--- config.mk ---
export PLATFORM = sky130hd
export DESIGN_NAME = fabricBridge
export DESIGN_NICKNAME = d
export VERILOG_FILES = /design/src/tile_pkg.sv /design/src/fabricBridge.sv
export VERILOG_INCLUDE_DIRS = /design/src /design/src/src
export SDC_FILE = /design/constraint.sdc
export NUM_CORES = 1
export LEC_CHECK = 0
export ABC_AREA = 1
export BUFFER_PORTS_ARGS = -buffer_cell sky130_fd_sc_hd__buf_4
export CAP_MARGIN = 20
export CORE_AREA = 4 4 81 83
export CTS_CLUSTER_DIAMETER = 200
export CTS_CLUSTER_SIZE = 16
export DETAILED_ROUTE_END_ITERATION = 12
export DIE_AREA = 0 0 85 87
export PLACE_DENSITY = 0.77
export SYNTH_ARGS = -nofsm -noshare
export SYNTH_HDL_FRONTEND = slang
export SYNTH_SLANG_ARGS = --single-unit
--- constraint.sdc ---
create_clock -name Clock -period 4.8 [get_ports Clock]
set_clock_uncertainty 0.05 [all_clocks]
set_input_delay 0.96 -clock Clock [delete_from_list [all_inputs] [get_ports Clock]]
set_output_delay 0.96 -clock Clock [all_outputs]
set_load 0.005 [all_outputs]
--- src/tile_macros.svh ---
`ifndef TILE_MACROS_SVH
`define TILE_MACROS_SVH

//============================================================
//      tile sizing
//============================================================
`define TILE_MEM_DEPTH 256   // words in each memory
`define TILE_ADDR_W    8     // word address width
`define TILE_RF_MSB    15    // 16 regs, rv32e sized

// fabric address bit, set = data mem, clear = instr mem
`define TILE_SEL_BIT   14

`endif

--- src/tile_pkg.sv ---
`default_nettype none

package tile_pkg;

   //============================================================
   //      core instruction set
   //============================================================
   typedef enum logic [3:0] {
      opNop  = 4'h0,    // no operation
      opLi   = 4'h1,    // rd = sext(imm)
      opAdd  = 4'h2,    // rd = rd + rs
      opSub  = 4'h3,    // rd = rd - rs
      opLw   = 4'h4,    // rd = dMem[rs + imm]
      opSw   = 4'h5,    // dMem[rs + imm] = rd
      opBnz  = 4'h6,    // rd != 0 -> pc = imm
      opHalt = 4'h7     // stop, wait for run
   } tOpcode;

   // five states, so three bits
   typedef enum logic [2:0] {
      stIdle,           // out of reset
      stFetch,          // pc on fetch address
      stExec,           // instruction word valid
      stMemWait,        // load data returning
      stHalt            // stopped by opHalt
   } tCoreState;

   //============================================================
   //      fabric side
   //============================================================
   typedef enum logic [1:0] {
      fabWrite = 2'd0,  // write either memory
      fabRead  = 2'd1,  // read, data mem only
      fabRunPc = 2'd2   // restart core at addr
   } tFabOp;

   typedef struct packed {
      tOpcode      opcode;  // [31:28]
      logic [3:0]  rd;      // [27:24]
      logic [3:0]  rs;      // [23:20]
      logic [3:0]  spare;   // [19:16] ignored
      logic [15:0] imm;     // [15:0]
   } tInstr;

endpackage

`default_nettype wire

--- src/fabricBridge.sv ---
`timescale 1ns/1ps
`default_nettype none
`include "tile_macros.svh"

module fabricBridge
   import tile_pkg::*;
(
   input  logic                    Clock,
   input  logic                    rstN,
   // fabric request
   input  logic                    inFabricValidQ503H,
   input  tFabOp                   inFabricOpQ503H,
   input  logic [15:0]             inFabricAddrQ503H,
   input  logic [31:0]             inFabricDataQ503H,
   output logic                    tileReady,
   // fabric response
   output logic                    outFabricValidQ505H,
   output logic [31:0]             outFabricDataQ505H,
   input  logic                    fabReady,
   // instruction memory write
   output logic                    imWrEn,
   output logic [`TILE_ADDR_W-1:0] imWrAddr,
   output logic [31:0]             imWrData,
   // data memory port B
   output logic                    dmBEn,
   output logic                    dmBWrEn,
   output logic [`TILE_ADDR_W-1:0] dmBAddr,
   output logic [31:0]             dmBWrData,
   input  logic [31:0]             dmBRdData,
   // core start
   output logic                    runPulse,
   output logic [`TILE_ADDR_W-1:0] runPc
);

logic        acceptQ503H;
logic        selDmQ503H;                     // addr bit picks data mem
logic        pendValidQ504H;                 // memory access in flight
logic        pendDmRdQ504H;                  // response is dm read word
logic [31:0] rspDataQ504H;

//============================================================
//      Q503 decode and routing
//============================================================
assign tileReady   = !pendValidQ504H && !outFabricValidQ505H;
assign acceptQ503H = inFabricValidQ503H && tileReady;
assign selDmQ503H  = inFabricAddrQ503H[`TILE_SEL_BIT];

assign imWrEn   = acceptQ503H && (inFabricOpQ503H == fabWrite) && !selDmQ503H;
assign imWrAddr = inFabricAddrQ503H[`TILE_ADDR_W-1:0];
assign imWrData = inFabricDataQ503H;

assign dmBEn     = acceptQ503H && selDmQ503H &&
                   ((inFabricOpQ503H == fabWrite) || (inFabricOpQ503H == fabRead));
assign dmBWrEn   = acceptQ503H && selDmQ503H && (inFabricOpQ503H == fabWrite);
assign dmBAddr   = inFabricAddrQ503H[`TILE_ADDR_W-1:0];
assign dmBWrData = inFabricDataQ503H;

assign runPulse = acceptQ503H && (inFabricOpQ503H == fabRunPc);  // single cycle
assign runPc    = inFabricAddrQ503H[`TILE_ADDR_W-1:0];

// writes, runs and imem reads all answer zero
assign rspDataQ504H = pendDmRdQ504H ? dmBRdData : '0;

//============================================================
//      Q504 pending, Q505 response hold
//============================================================
always_ff @(posedge Clock) begin
   if (!rstN) begin
      pendValidQ504H      <= 1'b0;
      pendDmRdQ504H       <= 1'b0;
      outFabricValidQ505H <= 1'b0;
   end else begin
      pendValidQ504H <= acceptQ503H;
      pendDmRdQ504H  <= acceptQ503H && selDmQ503H && (inFabricOpQ503H == fabRead);
      if (pendValidQ504H) begin
         outFabricValidQ505H <= 1'b1;        // two cycles after accept
      end else if (fabReady) begin
         outFabricValidQ505H <= 1'b0;        // taken by receiver
      end
   end
end

always_ff @(posedge Clock) begin
   if (pendValidQ504H) begin
      outFabricDataQ505H <= rspDataQ504H;    // held under back pressure
   end
end

endmodule

`default_nettype wire

==> out/results.tsv <==
stage	metric	value	unit
logic_synthesis	area leader, netlist	edfxtp_1	
logic_synthesis	number of synthesized register bits	35	
routing	Detailed Route Iter0 Violations	30	
placement	IO Port Bufs	76	
timing	WHS	0.515	ns
grt	initial antenna violation count	0	
die	I/O Pins	212	
cells_and_area	most common cell after layout, fill and taps aside	buf_4	
status	status	finished clean	
logic_synthesis	library cells used by synthesis	11	
routing	1st-pass router iterations	4	
run	Max Cap Viol	0	
pwr	Seq pwr share	58.2	%
grt	vias in the first global route	1147	
timing	post-route minimum period	2.56	ns
logic_synthesis	Avg Cell Area, Syn	9.78	um2
clock_network	CTS max path bufs	2	
cells_and_area	n_diodes	0	
routing	ANT nets after route	0	
die	Initial Util	34.9	%
cells_and_area	layout cells sized above 1	42.4	%
timing	Slew @ Worst Pin	0.396	ns
timing	Final setup viols	0	
cells_and_area	most frequent cells in the layout	buf_4 (77), inv_1 (36), nand2_1 (35)	
clock_network	postcts setup bufs	0	
setup_path	FF-to-FF path depth	1	
cells_and_area	Syn-to-layout area delta	4.04	%
setup_path	worst setup path endpoint	dmBWrEn	
logic_synthesis	sequential area share after synthesis	50.0	%
setup_path	data arrival time of the worst path	1.55	ns
logic_synthesis	Syn Nets	295	
logic_synthesis	top post-synthesis cells by area	edfxtp_1 (47%), buf_4 (32%), inv_1 (6.6%)	
timing	final cycle utilization of the critical path	53.2	%
setup_path	RR Endpoint	outFabricDataQ505H[14]$_SDFFCE_PN0P_	
cells_and_area	Final Util	36.3	%
die	row count	28	
clock_network	cts hold-fix bufs	0	
clock_network	clock transition at the registers of the reported paths	0.06	ns
routing	number of vias after detailed routing	1146	
die	core box area	0.00585	mm2
pwr	Peak VDD IR	103	uV
clock_network	Clock Root Buffer	clkbuf_8	
setup_path	crit path from	inFabricOpQ503H[1]	
timing	Hold Vio Cnt, Final	0	
die	Die Wd	85	um
hold_path	Worst Hold Class	reg2reg	
setup_path	crit end category	output port	
clock_network	CTS resizes	0	
grt	GRT Util Overall	11.5	%
pwr	Power per Cell Area	284	mW/mm2
setup_path	reg2reg setup slack	3.64	ns
pwr	Leak	1.12	nW
grt	Remaining Overflow, GRT	0	
pwr	Net Sw Frac	20.0	%
timing	setup TNS	0	ns
pwr	Pint	0.483	mW
timing	RSZ-0062 raised after global routing	false	
routing	drt via density	4.12	
clock_network	Max H-tree Level	2	
clock_network	CTS Buf Count	5	
pwr	Comb power frac	10.9	%
timing	Slew HR	73.6	%
die	full die area	0.00740	mm2
logic_synthesis	Yosys top cell area share	47.0	%
setup_path	Critical Path RT	3.79	ns
logic_synthesis	Post-Syn Instances	209	
setup_path	worst reg2reg path startpoint	pendValidQ504H$_SDFF_PN0_	
placement	dpl hpwl	3730	um
pwr	P_sw	0.120	mW
timing	Fmax	0.391	GHz
placement	GP Congestion	0.755	
logic_synthesis	Warnings, synthesis	0	
timing	Slew Viols, Final	0	
routing	Detailed Route WL	4440	um
grt	largest net degree at the start of global routing	34	
grt	first-pass GRT wire length	6380	um
clock_network	Skew-Pair Late Insertion Delay	0.27	ns
cells_and_area	Final Cell Area	0.00213	mm2
cells_and_area	Nets	289	
placement	placed instance area	0.00202	mm2
clock_network	CTS Sinks	35	
setup_path	Startpoint Class	input port	
routing	DRC Markers	0	
setup_path	worst-path fanout max	3	
routing	per-cell routed wire length	16.0	um
setup_path	Setup CP Type	in2out	
logic_synthesis	Post-Syn Area	0.00204	mm2
pwr	Clk network pwr share	31.0	%
clock_network	CTS tree	built	
die	Die Ht	87	um
[state kept, by name (all words and copies together), names as in the netlist]
register and count:
pendDmRdQ504H 1, pendValidQ504H 1, outFabricValidQ505H 1, outFabricDataQ505H 32
[worst min-delay path by stage]
stage	startpoint	end	slack (ns)	cells past startpoint
after floorplan	outFabricValidQ505H$_SDFFE_PN0P_	outFabricValidQ505H$_SDFFE_PN0P_	0.50	2
after global placement	pendValidQ504H$_SDFF_PN0_	outFabricValidQ505H$_SDFFE_PN0P_	0.48	2
after detailed placement	pendValidQ504H$_SDFF_PN0_	outFabricValidQ505H$_SDFFE_PN0P_	0.50	2
after CTS	pendValidQ504H$_SDFF_PN0_	outFabricValidQ505H$_SDFFE_PN0P_	0.52	2
after global routing	pendValidQ504H$_SDFF_PN0_	outFabricValidQ505H$_SDFFE_PN0P_	0.57	2
final	pendValidQ504H$_SDFF_PN0_	outFabricValidQ505H$_SDFFE_PN0P_	0.52	2
[cell usage after synthesis]
cell      number
buf_4         88
inv_1         36
nand2_1       35
edfxtp_1      32
nor2_1         8
buf_6          3
dfxtp_1        3
nand3_1        1
nand3_2        1
nor2_4         1
o21ai_0        1
[per-stage QoR]
step	instances	power (mW)	setup slack [ns]
6_report	278	0.603	2.24
5_1_grt	278	0.634	2.19
4_1_cts	277	0.614	2.24
3_5_place_dp	270	0.424	2.24
3_3_place_gp	270	0.422	2.30
2_1_floorplan	209	0.431	2.49
[logic make-up (layout without fill, tap and decap cells)]
logic type | after synthesis | count (layout) | share of synthesized area, %
AND/OR/NAND/NOR | 46 | 46 | 9.19
flip-flops | 35 | 35 | 50.0
AO/OA/AOI/OAI | 1 | 1 | 0.245
buffers and inverters | 127 | 121 | 40.6
[final cells by class]
cell class / count / area, um2
Sequential cell: 35 / 1020
Multi-Input combinational cell: 47 / 193
Tap cell: 75 / 93.8
Clock inverter: 2 / 8.76
Timing Repair Buffer: 78 / 606
Inverter: 36 / 135
Clock buffer: 5 / 68.8
Fill cell: 576 / 3720
[metal layers]
metal	global-route usage (%)	part of all wire, %	vias to the layer above
met5	0	0	-
met3	9.18	19	15
met4	5.18	2.2	0
met2	20.6	52	136
met1	8.80	27	468
li1	-	-	527
[critical path: stages]
cell	delay, ns
buf_4	0.12
nor2_1	0.12
nand3_2	0.09
nor2_1	0.12
buf_4	0.13
[power by group through the flow]
stage	clock network (mW)	registers, mW	logic, mW
after floorplan	0	0.364	0.0675
after global placement	0	0.358	0.0638
after detailed placement	0	0.359	0.0656
after CTS	0.196	0.352	0.0658
after global routing	0.210	0.352	0.0713
final	0.187	0.351	0.0656
No activity file was read; power rests on OpenSTA's default activity.
