==> config.mk <==
export PLATFORM = sky130hd
export DESIGN_NAME = tileCore
export DESIGN_NICKNAME = d
export VERILOG_FILES = /design/src/tile_pkg.sv /design/src/tileCore.sv
export VERILOG_INCLUDE_DIRS = /design/src /design/src/src
export SDC_FILE = /design/constraint.sdc
export NUM_CORES = 1
export LEC_CHECK = 0
export BUFFER_PORTS_ARGS = -buffer_cell sky130_fd_sc_hd__buf_2
export CAP_MARGIN = 15
export CORE_ASPECT_RATIO = 1.1
export CORE_MARGIN = 1
export CORE_UTILIZATION = 62
export DETAILED_ROUTE_END_ITERATION = 6
export GPL_ROUTABILITY_DRIVEN = 1
export HOLD_SLACK_MARGIN = 0.12
export PLACE_DENSITY_LB_ADDON = 0.15
export SYNTH_ARGS = -nofsm -noshare
export SYNTH_HDL_FRONTEND = slang
export SYNTH_SLANG_ARGS = --single-unit
==> constraint.sdc <==
create_clock -name Clock -period 9.8 [get_ports Clock]
set_input_delay 0.49 -clock Clock [delete_from_list [all_inputs] [get_ports Clock]]
set_output_delay 0.49 -clock Clock [all_outputs]
set_load 0.01 [all_outputs]
==> src/tile_macros.svh <==
`ifndef TILE_MACROS_SVH
`define TILE_MACROS_SVH

//============================================================
//      tile sizing
//============================================================
`define TILE_MEM_DEPTH 256   // words in each memory
`define TILE_ADDR_W    8     // word address width
`define TILE_RF_MSB    15    // 16 regs, rv32e sized

// fabric address bit, set = data mem, clear = instr mem
`define TILE_SEL_BIT   14

`endif

==> src/tile_pkg.sv <==
`default_nettype none

package tile_pkg;

   //============================================================
   //      core instruction set
   //============================================================
   typedef enum logic [3:0] {
      opNop  = 4'h0,    // no operation
      opLi   = 4'h1,    // rd = sext(imm)
      opAdd  = 4'h2,    // rd = rd + rs
      opSub  = 4'h3,    // rd = rd - rs
      opLw   = 4'h4,    // rd = dMem[rs + imm]
      opSw   = 4'h5,    // dMem[rs + imm] = rd
      opBnz  = 4'h6,    // rd != 0 -> pc = imm
      opHalt = 4'h7     // stop, wait for run
   } tOpcode;

   // five states, so three bits
   typedef enum logic [2:0] {
      stIdle,           // out of reset
      stFetch,          // pc on fetch address
      stExec,           // instruction word valid
      stMemWait,        // load data returning
      stHalt            // stopped by opHalt
   } tCoreState;

   //============================================================
   //      fabric side
   //============================================================
   typedef enum logic [1:0] {
      fabWrite = 2'd0,  // write either memory
      fabRead  = 2'd1,  // read, data mem only
      fabRunPc = 2'd2   // restart core at addr
   } tFabOp;

   typedef struct packed {
      tOpcode      opcode;  // [31:28]
      logic [3:0]  rd;      // [27:24]
      logic [3:0]  rs;      // [23:20]
      logic [3:0]  spare;   // [19:16] ignored
      logic [15:0] imm;     // [15:0]
   } tInstr;

endpackage

`default_nettype wire

==> src/tileCore.sv <==
`timescale 1ns/1ps
`default_nettype none
`include "tile_macros.svh"

module tileCore
   import tile_pkg::*;
(
   input  logic                    Clock,
   input  logic                    rstN,
   input  logic                    runPulse,    // from fabric bridge
   input  logic [`TILE_ADDR_W-1:0] runPc,       // start address
   // instruction memory
   output logic [`TILE_ADDR_W-1:0] imRdAddr,
   input  logic [31:0]             imRdData,    // one cycle after imRdAddr
   // data memory port A
   output logic                    dmAEn,
   output logic                    dmAWrEn,
   output logic [`TILE_ADDR_W-1:0] dmAAddr,
   output logic [31:0]             dmAWrData,
   input  logic [31:0]             dmARdData,   // one cycle after dmAEn
   output logic                    coreHalted
);

tCoreState               state;
logic [`TILE_ADDR_W-1:0] pc;
logic [31:0]             rf [0:`TILE_RF_MSB];  // r0 is a normal reg

tInstr       instr;
tOpcode      op;
logic [31:0] rdVal;
logic [31:0] rsVal;
logic [31:0] immSext;
logic [31:0] memAddr;
logic        isMem;
logic        memIsLoad;                       // latched in exec
logic [3:0]  loadRd;                          // lw target reg

//============================================================
//      decode
//============================================================
assign instr   = tInstr'(imRdData);           // valid in stExec
assign op      = instr.opcode;
assign rdVal   = rf[instr.rd];
assign rsVal   = rf[instr.rs];
assign immSext = {{16{instr.imm[15]}}, instr.imm};
assign memAddr = rsVal + immSext;             // word address, low bits used

assign imRdAddr = pc;                         // fetch always follows pc

// data access only out of exec
assign isMem     = (state == stExec) && ((op == opLw) || (op == opSw));
assign dmAEn     = isMem;
assign dmAWrEn   = isMem && (op == opSw);
assign dmAAddr   = memAddr[`TILE_ADDR_W-1:0];
assign dmAWrData = rdVal;                     // sw stores rd

assign coreHalted = (state == stIdle) || (state == stHalt);

//============================================================
//      control FSM
//============================================================
always_ff @(posedge Clock) begin
   if (!rstN) begin
      state <= stIdle;
      pc    <= '0;
   end else if (runPulse) begin               // restart from any state
      state <= stFetch;
      pc    <= runPc;
   end else begin
      case (state)
         stFetch: begin
            state <= stExec;                  // word comes back next cycle
         end
         stExec: begin
            pc <= pc + 1'b1;                  // default next pc
            case (op)
               opLw, opSw: begin
                  state <= stMemWait;         // one extra cycle
               end
               opBnz: begin
                  state <= stFetch;
                  if (rdVal != '0) begin
                     pc <= instr.imm[`TILE_ADDR_W-1:0];  // taken
                  end
               end
               opHalt: begin
                  state <= stHalt;
                  pc    <= pc;                // park on the halt
               end
               default: begin
                  state <= stFetch;           // nop, li, add, sub
               end
            endcase
         end
         stMemWait: begin
            state <= stFetch;
         end
         default: begin
            state <= state;                   // idle and halt wait for run
         end
      endcase
   end
end

//============================================================
//      register file
//============================================================
always_ff @(posedge Clock) begin
   if (state == stExec) begin
      memIsLoad <= (op == opLw);
      loadRd    <= instr.rd;
      case (op)
         opLi:    rf[instr.rd] <= immSext;
         opAdd:   rf[instr.rd] <= rdVal + rsVal;
         opSub:   rf[instr.rd] <= rdVal - rsVal;
         default: ;                           // no reg write
      endcase
   end
   if ((state == stMemWait) && memIsLoad) begin
      rf[loadRd] <= dmARdData;                // lw writeback
   end
end

endmodule

`default_nettype wire

==> results.rst <==
.. list-table::
   :header-rows: 1

   * - Metric
     - Value
   * - Number of setup buffers added after CTS
     - 0
   * - Sequential area share after synthesis
     - 55.6%
   * - Die area
     - 0.0465 sq mm
   * - Length of the first detailed-routing pass in iterations
     - 5
   * - Synth unique cells
     - 66
   * - Die Width
     - 206 um
   * - Crit path launch type
     - input port
   * - Async set-reset flop share out of synthesis
     - 0%
   * - Maximum clock skew at final layout
     - 0.0185 ns
   * - Final Wtd Congestion
     - 0.953
   * - Initial drt markers
     - 2433
   * - Pin count of the biggest net entering global routing
     - 88
   * - Result of the run
     - complete, no violations
   * - Path category of the worst min-delay check
     - input port to register
   * - Total standard cell area after synthesis
     - 0.0283 sq mm
   * - Top-Level Pins
     - 126
   * - FF/Latch Area
     - 0.0157 sq mm
   * - Number of endpoints with negative hold slack in the final report
     - 0
   * - Clock latency of the later-clocked register in the worst-skew pair
     - 0.62 ns
   * - Transition time at the pin with the least slew margin
     - 1.16 ns
   * - TNS Setup
     - 0 ns
   * - Unrepaired setup endpoints after global routing
     - no
   * - Leak pwr
     - 10.6 nW
   * - Max Fclk
     - 0.154 GHz
   * - Clock tree from TritonCTS
     - built
   * - Via/cell ratio
     - 7.27
   * - Yosys warnings
     - 0
   * - TritonCTS Buffers
     - 54
   * - Antenna viol nets, final
     - 0
   * - Number of I/O port buffers
     - 121
   * - Synthesized netlist cell count
     - 1814
   * - Worst slew margin relative to its limit
     - 21.8%
   * - Worst Setup Path Type
     - input port to register
   * - Worst voltage drop across the vdd grid
     - 0.168 mV
   * - Arrival time of data at the critical path endpoint
     - 6.75 ns
   * - Max-cap check violation count
     - 0
   * - Die span in y
     - 226 um
   * - All-Layer GR Usage
     - 36.2%
   * - Share of cells above drive strength 1
     - 28.5%
   * - Layout-stage area growth over the synthesis result
     - 11.0%
   * - Placed cell areas
     - 0.0298 sq mm
   * - Final Max Slew Viols
     - 0
   * - Total of cells resized after clock tree synthesis
     - 0
   * - Clock-pin transition on the worst setup and hold timing paths
     - 0.06 ns
   * - Required time worst endpoint
     - 10.04 ns
   * - Multi-input logic area
     - 0.0119 sq mm
   * - Wire length of the first global-routing pass
     - 119000 um
   * - Number of antenna violations at the first check in global routing
     - 0
   * - Antenna diode count
     - 0
   * - Setup slack after layout
     - 3.30 ns
   * - Number of setup violations in the final report
     - 0
   * - Post-Synthesis Mean Instance Area
     - 15.6 sq um
   * - Wire length per cell
     - 32.2 um
   * - Initial core utilization
     - 63.2%
   * - Post-route cell area
     - 0.0314 sq mm
   * - Std-Cell Rows
     - 81
   * - Post-route fraction of the period consumed by the critical path
     - 66.4%
   * - Core footprint
     - 0.0448 sq mm
   * - Final min period
     - 6.50 ns
   * - FILL cells
     - 2961
   * - Max Root-Sink Buffers
     - 3
   * - Count of clock tree sinks
     - 528
   * - Sum of overflow across all layers after global routing
     - 0
   * - Worst-case setup slack after placement
     - 2.84 ns
   * - Flop and latch count out of synthesis
     - 528
   * - Primary FF master, synth
     - sky130_fd_sc_hd__edfxtp_1
   * - Post-synth EDFFs
     - 517
   * - Critical path peak fanout
     - 39
   * - P per Cell Area
     - 169 mW/mm^2
   * - Remaining design rule violation count
     - 0
   * - Post-detailed-placement half-perimeter wirelength
     - 51900 um
   * - Routed wire length
     - 82400 um
   * - Endpoint kind of the worst setup timing path
     - register
   * - Number of global-route vias before repair
     - 18300
   * - Post-CTS Hold Buffers
     - 0
   * - Level count of the clock H-tree
     - 2
   * - Power after layout
     - 5.30 mW
   * - Net count after synthesis
     - 1962
   * - Root Buffer
     - sky130_fd_sc_hd__clkbuf_16
   * - Net count, final
     - 2085
   * - Via count of the routed design
     - 18600
==> cells by family after synthesis <==
logic type | after synthesis | synth area share [%]
fa+ha+maj | 73 | 3.30
buf+inv | 201 | 2.94
simple gates | 280 | 4.66
compound gates | 349 | 7.93
mux | 340 | 24.2
flops | 528 | 55.6
xor+xnor | 43 | 1.33
==> critical path, cell delays in order <==
cell	delay [ns]
sky130_fd_sc_hd__buf_4	0.48
sky130_fd_sc_hd__buf_4	0.66
sky130_fd_sc_hd__mux4_2	0.43
sky130_fd_sc_hd__mux4_2	0.58
sky130_fd_sc_hd__inv_1	0.09
sky130_fd_sc_hd__ha_1	0.17
sky130_fd_sc_hd__inv_1	0.06
sky130_fd_sc_hd__fa_1	0.41
sky130_fd_sc_hd__a21oi_1	0.18
sky130_fd_sc_hd__o21bai_1	0.13
sky130_fd_sc_hd__a211oi_1	0.49
sky130_fd_sc_hd__o21ai_0	0.36
sky130_fd_sc_hd__a32oi_1	0.46
sky130_fd_sc_hd__o31ai_1	0.19
sky130_fd_sc_hd__a221o_1	0.36
sky130_fd_sc_hd__xnor2_1	0.16
sky130_fd_sc_hd__a21oi_1	0.08
sky130_fd_sc_hd__a21oi_1	0.92
==> flip-flops by register name, indices dropped and copies added (netlist names) <==
| signal | cells |
|---|---|
| state | 3 |
| rf | 512 |
| loadRd | 4 |
| imRdAddr | 8 |
| memIsLoad | 1 |
==> layer usage <==
layer,GRT usage [%],up-vias,share of wire [%]
li1,-,7708,-
met1,51.3,9510,38
met2,57.6,1162,48
met3,4.47,197,9.4
met4,15.0,0,3.9
met5,0,-,0
==> Yosys cell counts, drive strengths merged, types with 13 or more instances <==
library cell / number / area (sq um)
a21oi: 92 / 460
nand2: 61 / 229
mux2i: 62 / 621
a31oi: 29 / 181
clkbuf: 76 / 287
mux4: 276 / 6220
a22oi: 14 / 105
ha: 70 / 876
a221oi: 30 / 263
edfxtp: 517 / 15500
xnor2: 32 / 280
nor3: 26 / 140
buf: 43 / 239
nor4: 13 / 93.8
inv: 80 / 300
o21ai: 85 / 425
nor2: 109 / 409
nand3: 15 / 75.1
o21bai: 21 / 158
==> cell type report <==
class / count / share of cell area (%)
clock inverters: 28 / 0.728
well taps: 581 / 2.31
inverters: 82 / 0.979
flip-flops and latches: 528 / 50.1
multi-input cells: 1085 / 37.8
repair buffers: 186 / 3.63
clock buffers: 66 / 4.44
==> path summary, 6_finish.rpt <==
path	to	slack [ns]	start	depth (start not counted)
worst min register to register	state[1]	0.53	state[1]	2
worst max-delay path	rf[8][28]	3.30	imRdData[25]	18
worst min-delay path	imRdAddr[1]	0.16	runPc[1]	3
worst max register to register	rf[8][28]	3.89	rf[15][0]	16
==> stage by stage <==
step                hold WS [ns]  std cells  utilization, %
floorplan                  0.472       1814               -
global placement           0.496       2458            66.5
detailed placement         0.520       2458            66.5
CTS                        0.125       2552            70.1
global route               0.143       2556            70.2
finish                     0.157       2556            70.2
==> power breakdown <==
group	total [mW]	switching (mW)	internal, mW
Sequential	2.49	0.00544	2.49
Combinational	0.881	0.536	0.346
Clock	1.93	0.841	1.09
Total	5.30	1.38	3.92
==> cell usage in the layout, fill, tap and decap left out, drive strengths merged, types with 62 or more instances in the layout <==
cell and n:
edfxtp 517, mux4 276, buf 185, nor2 109, a21oi 92, o21ai 85, inv 82, ha 70
clkbuf 67, mux2i 62
(Power assumes the default switching activity.)
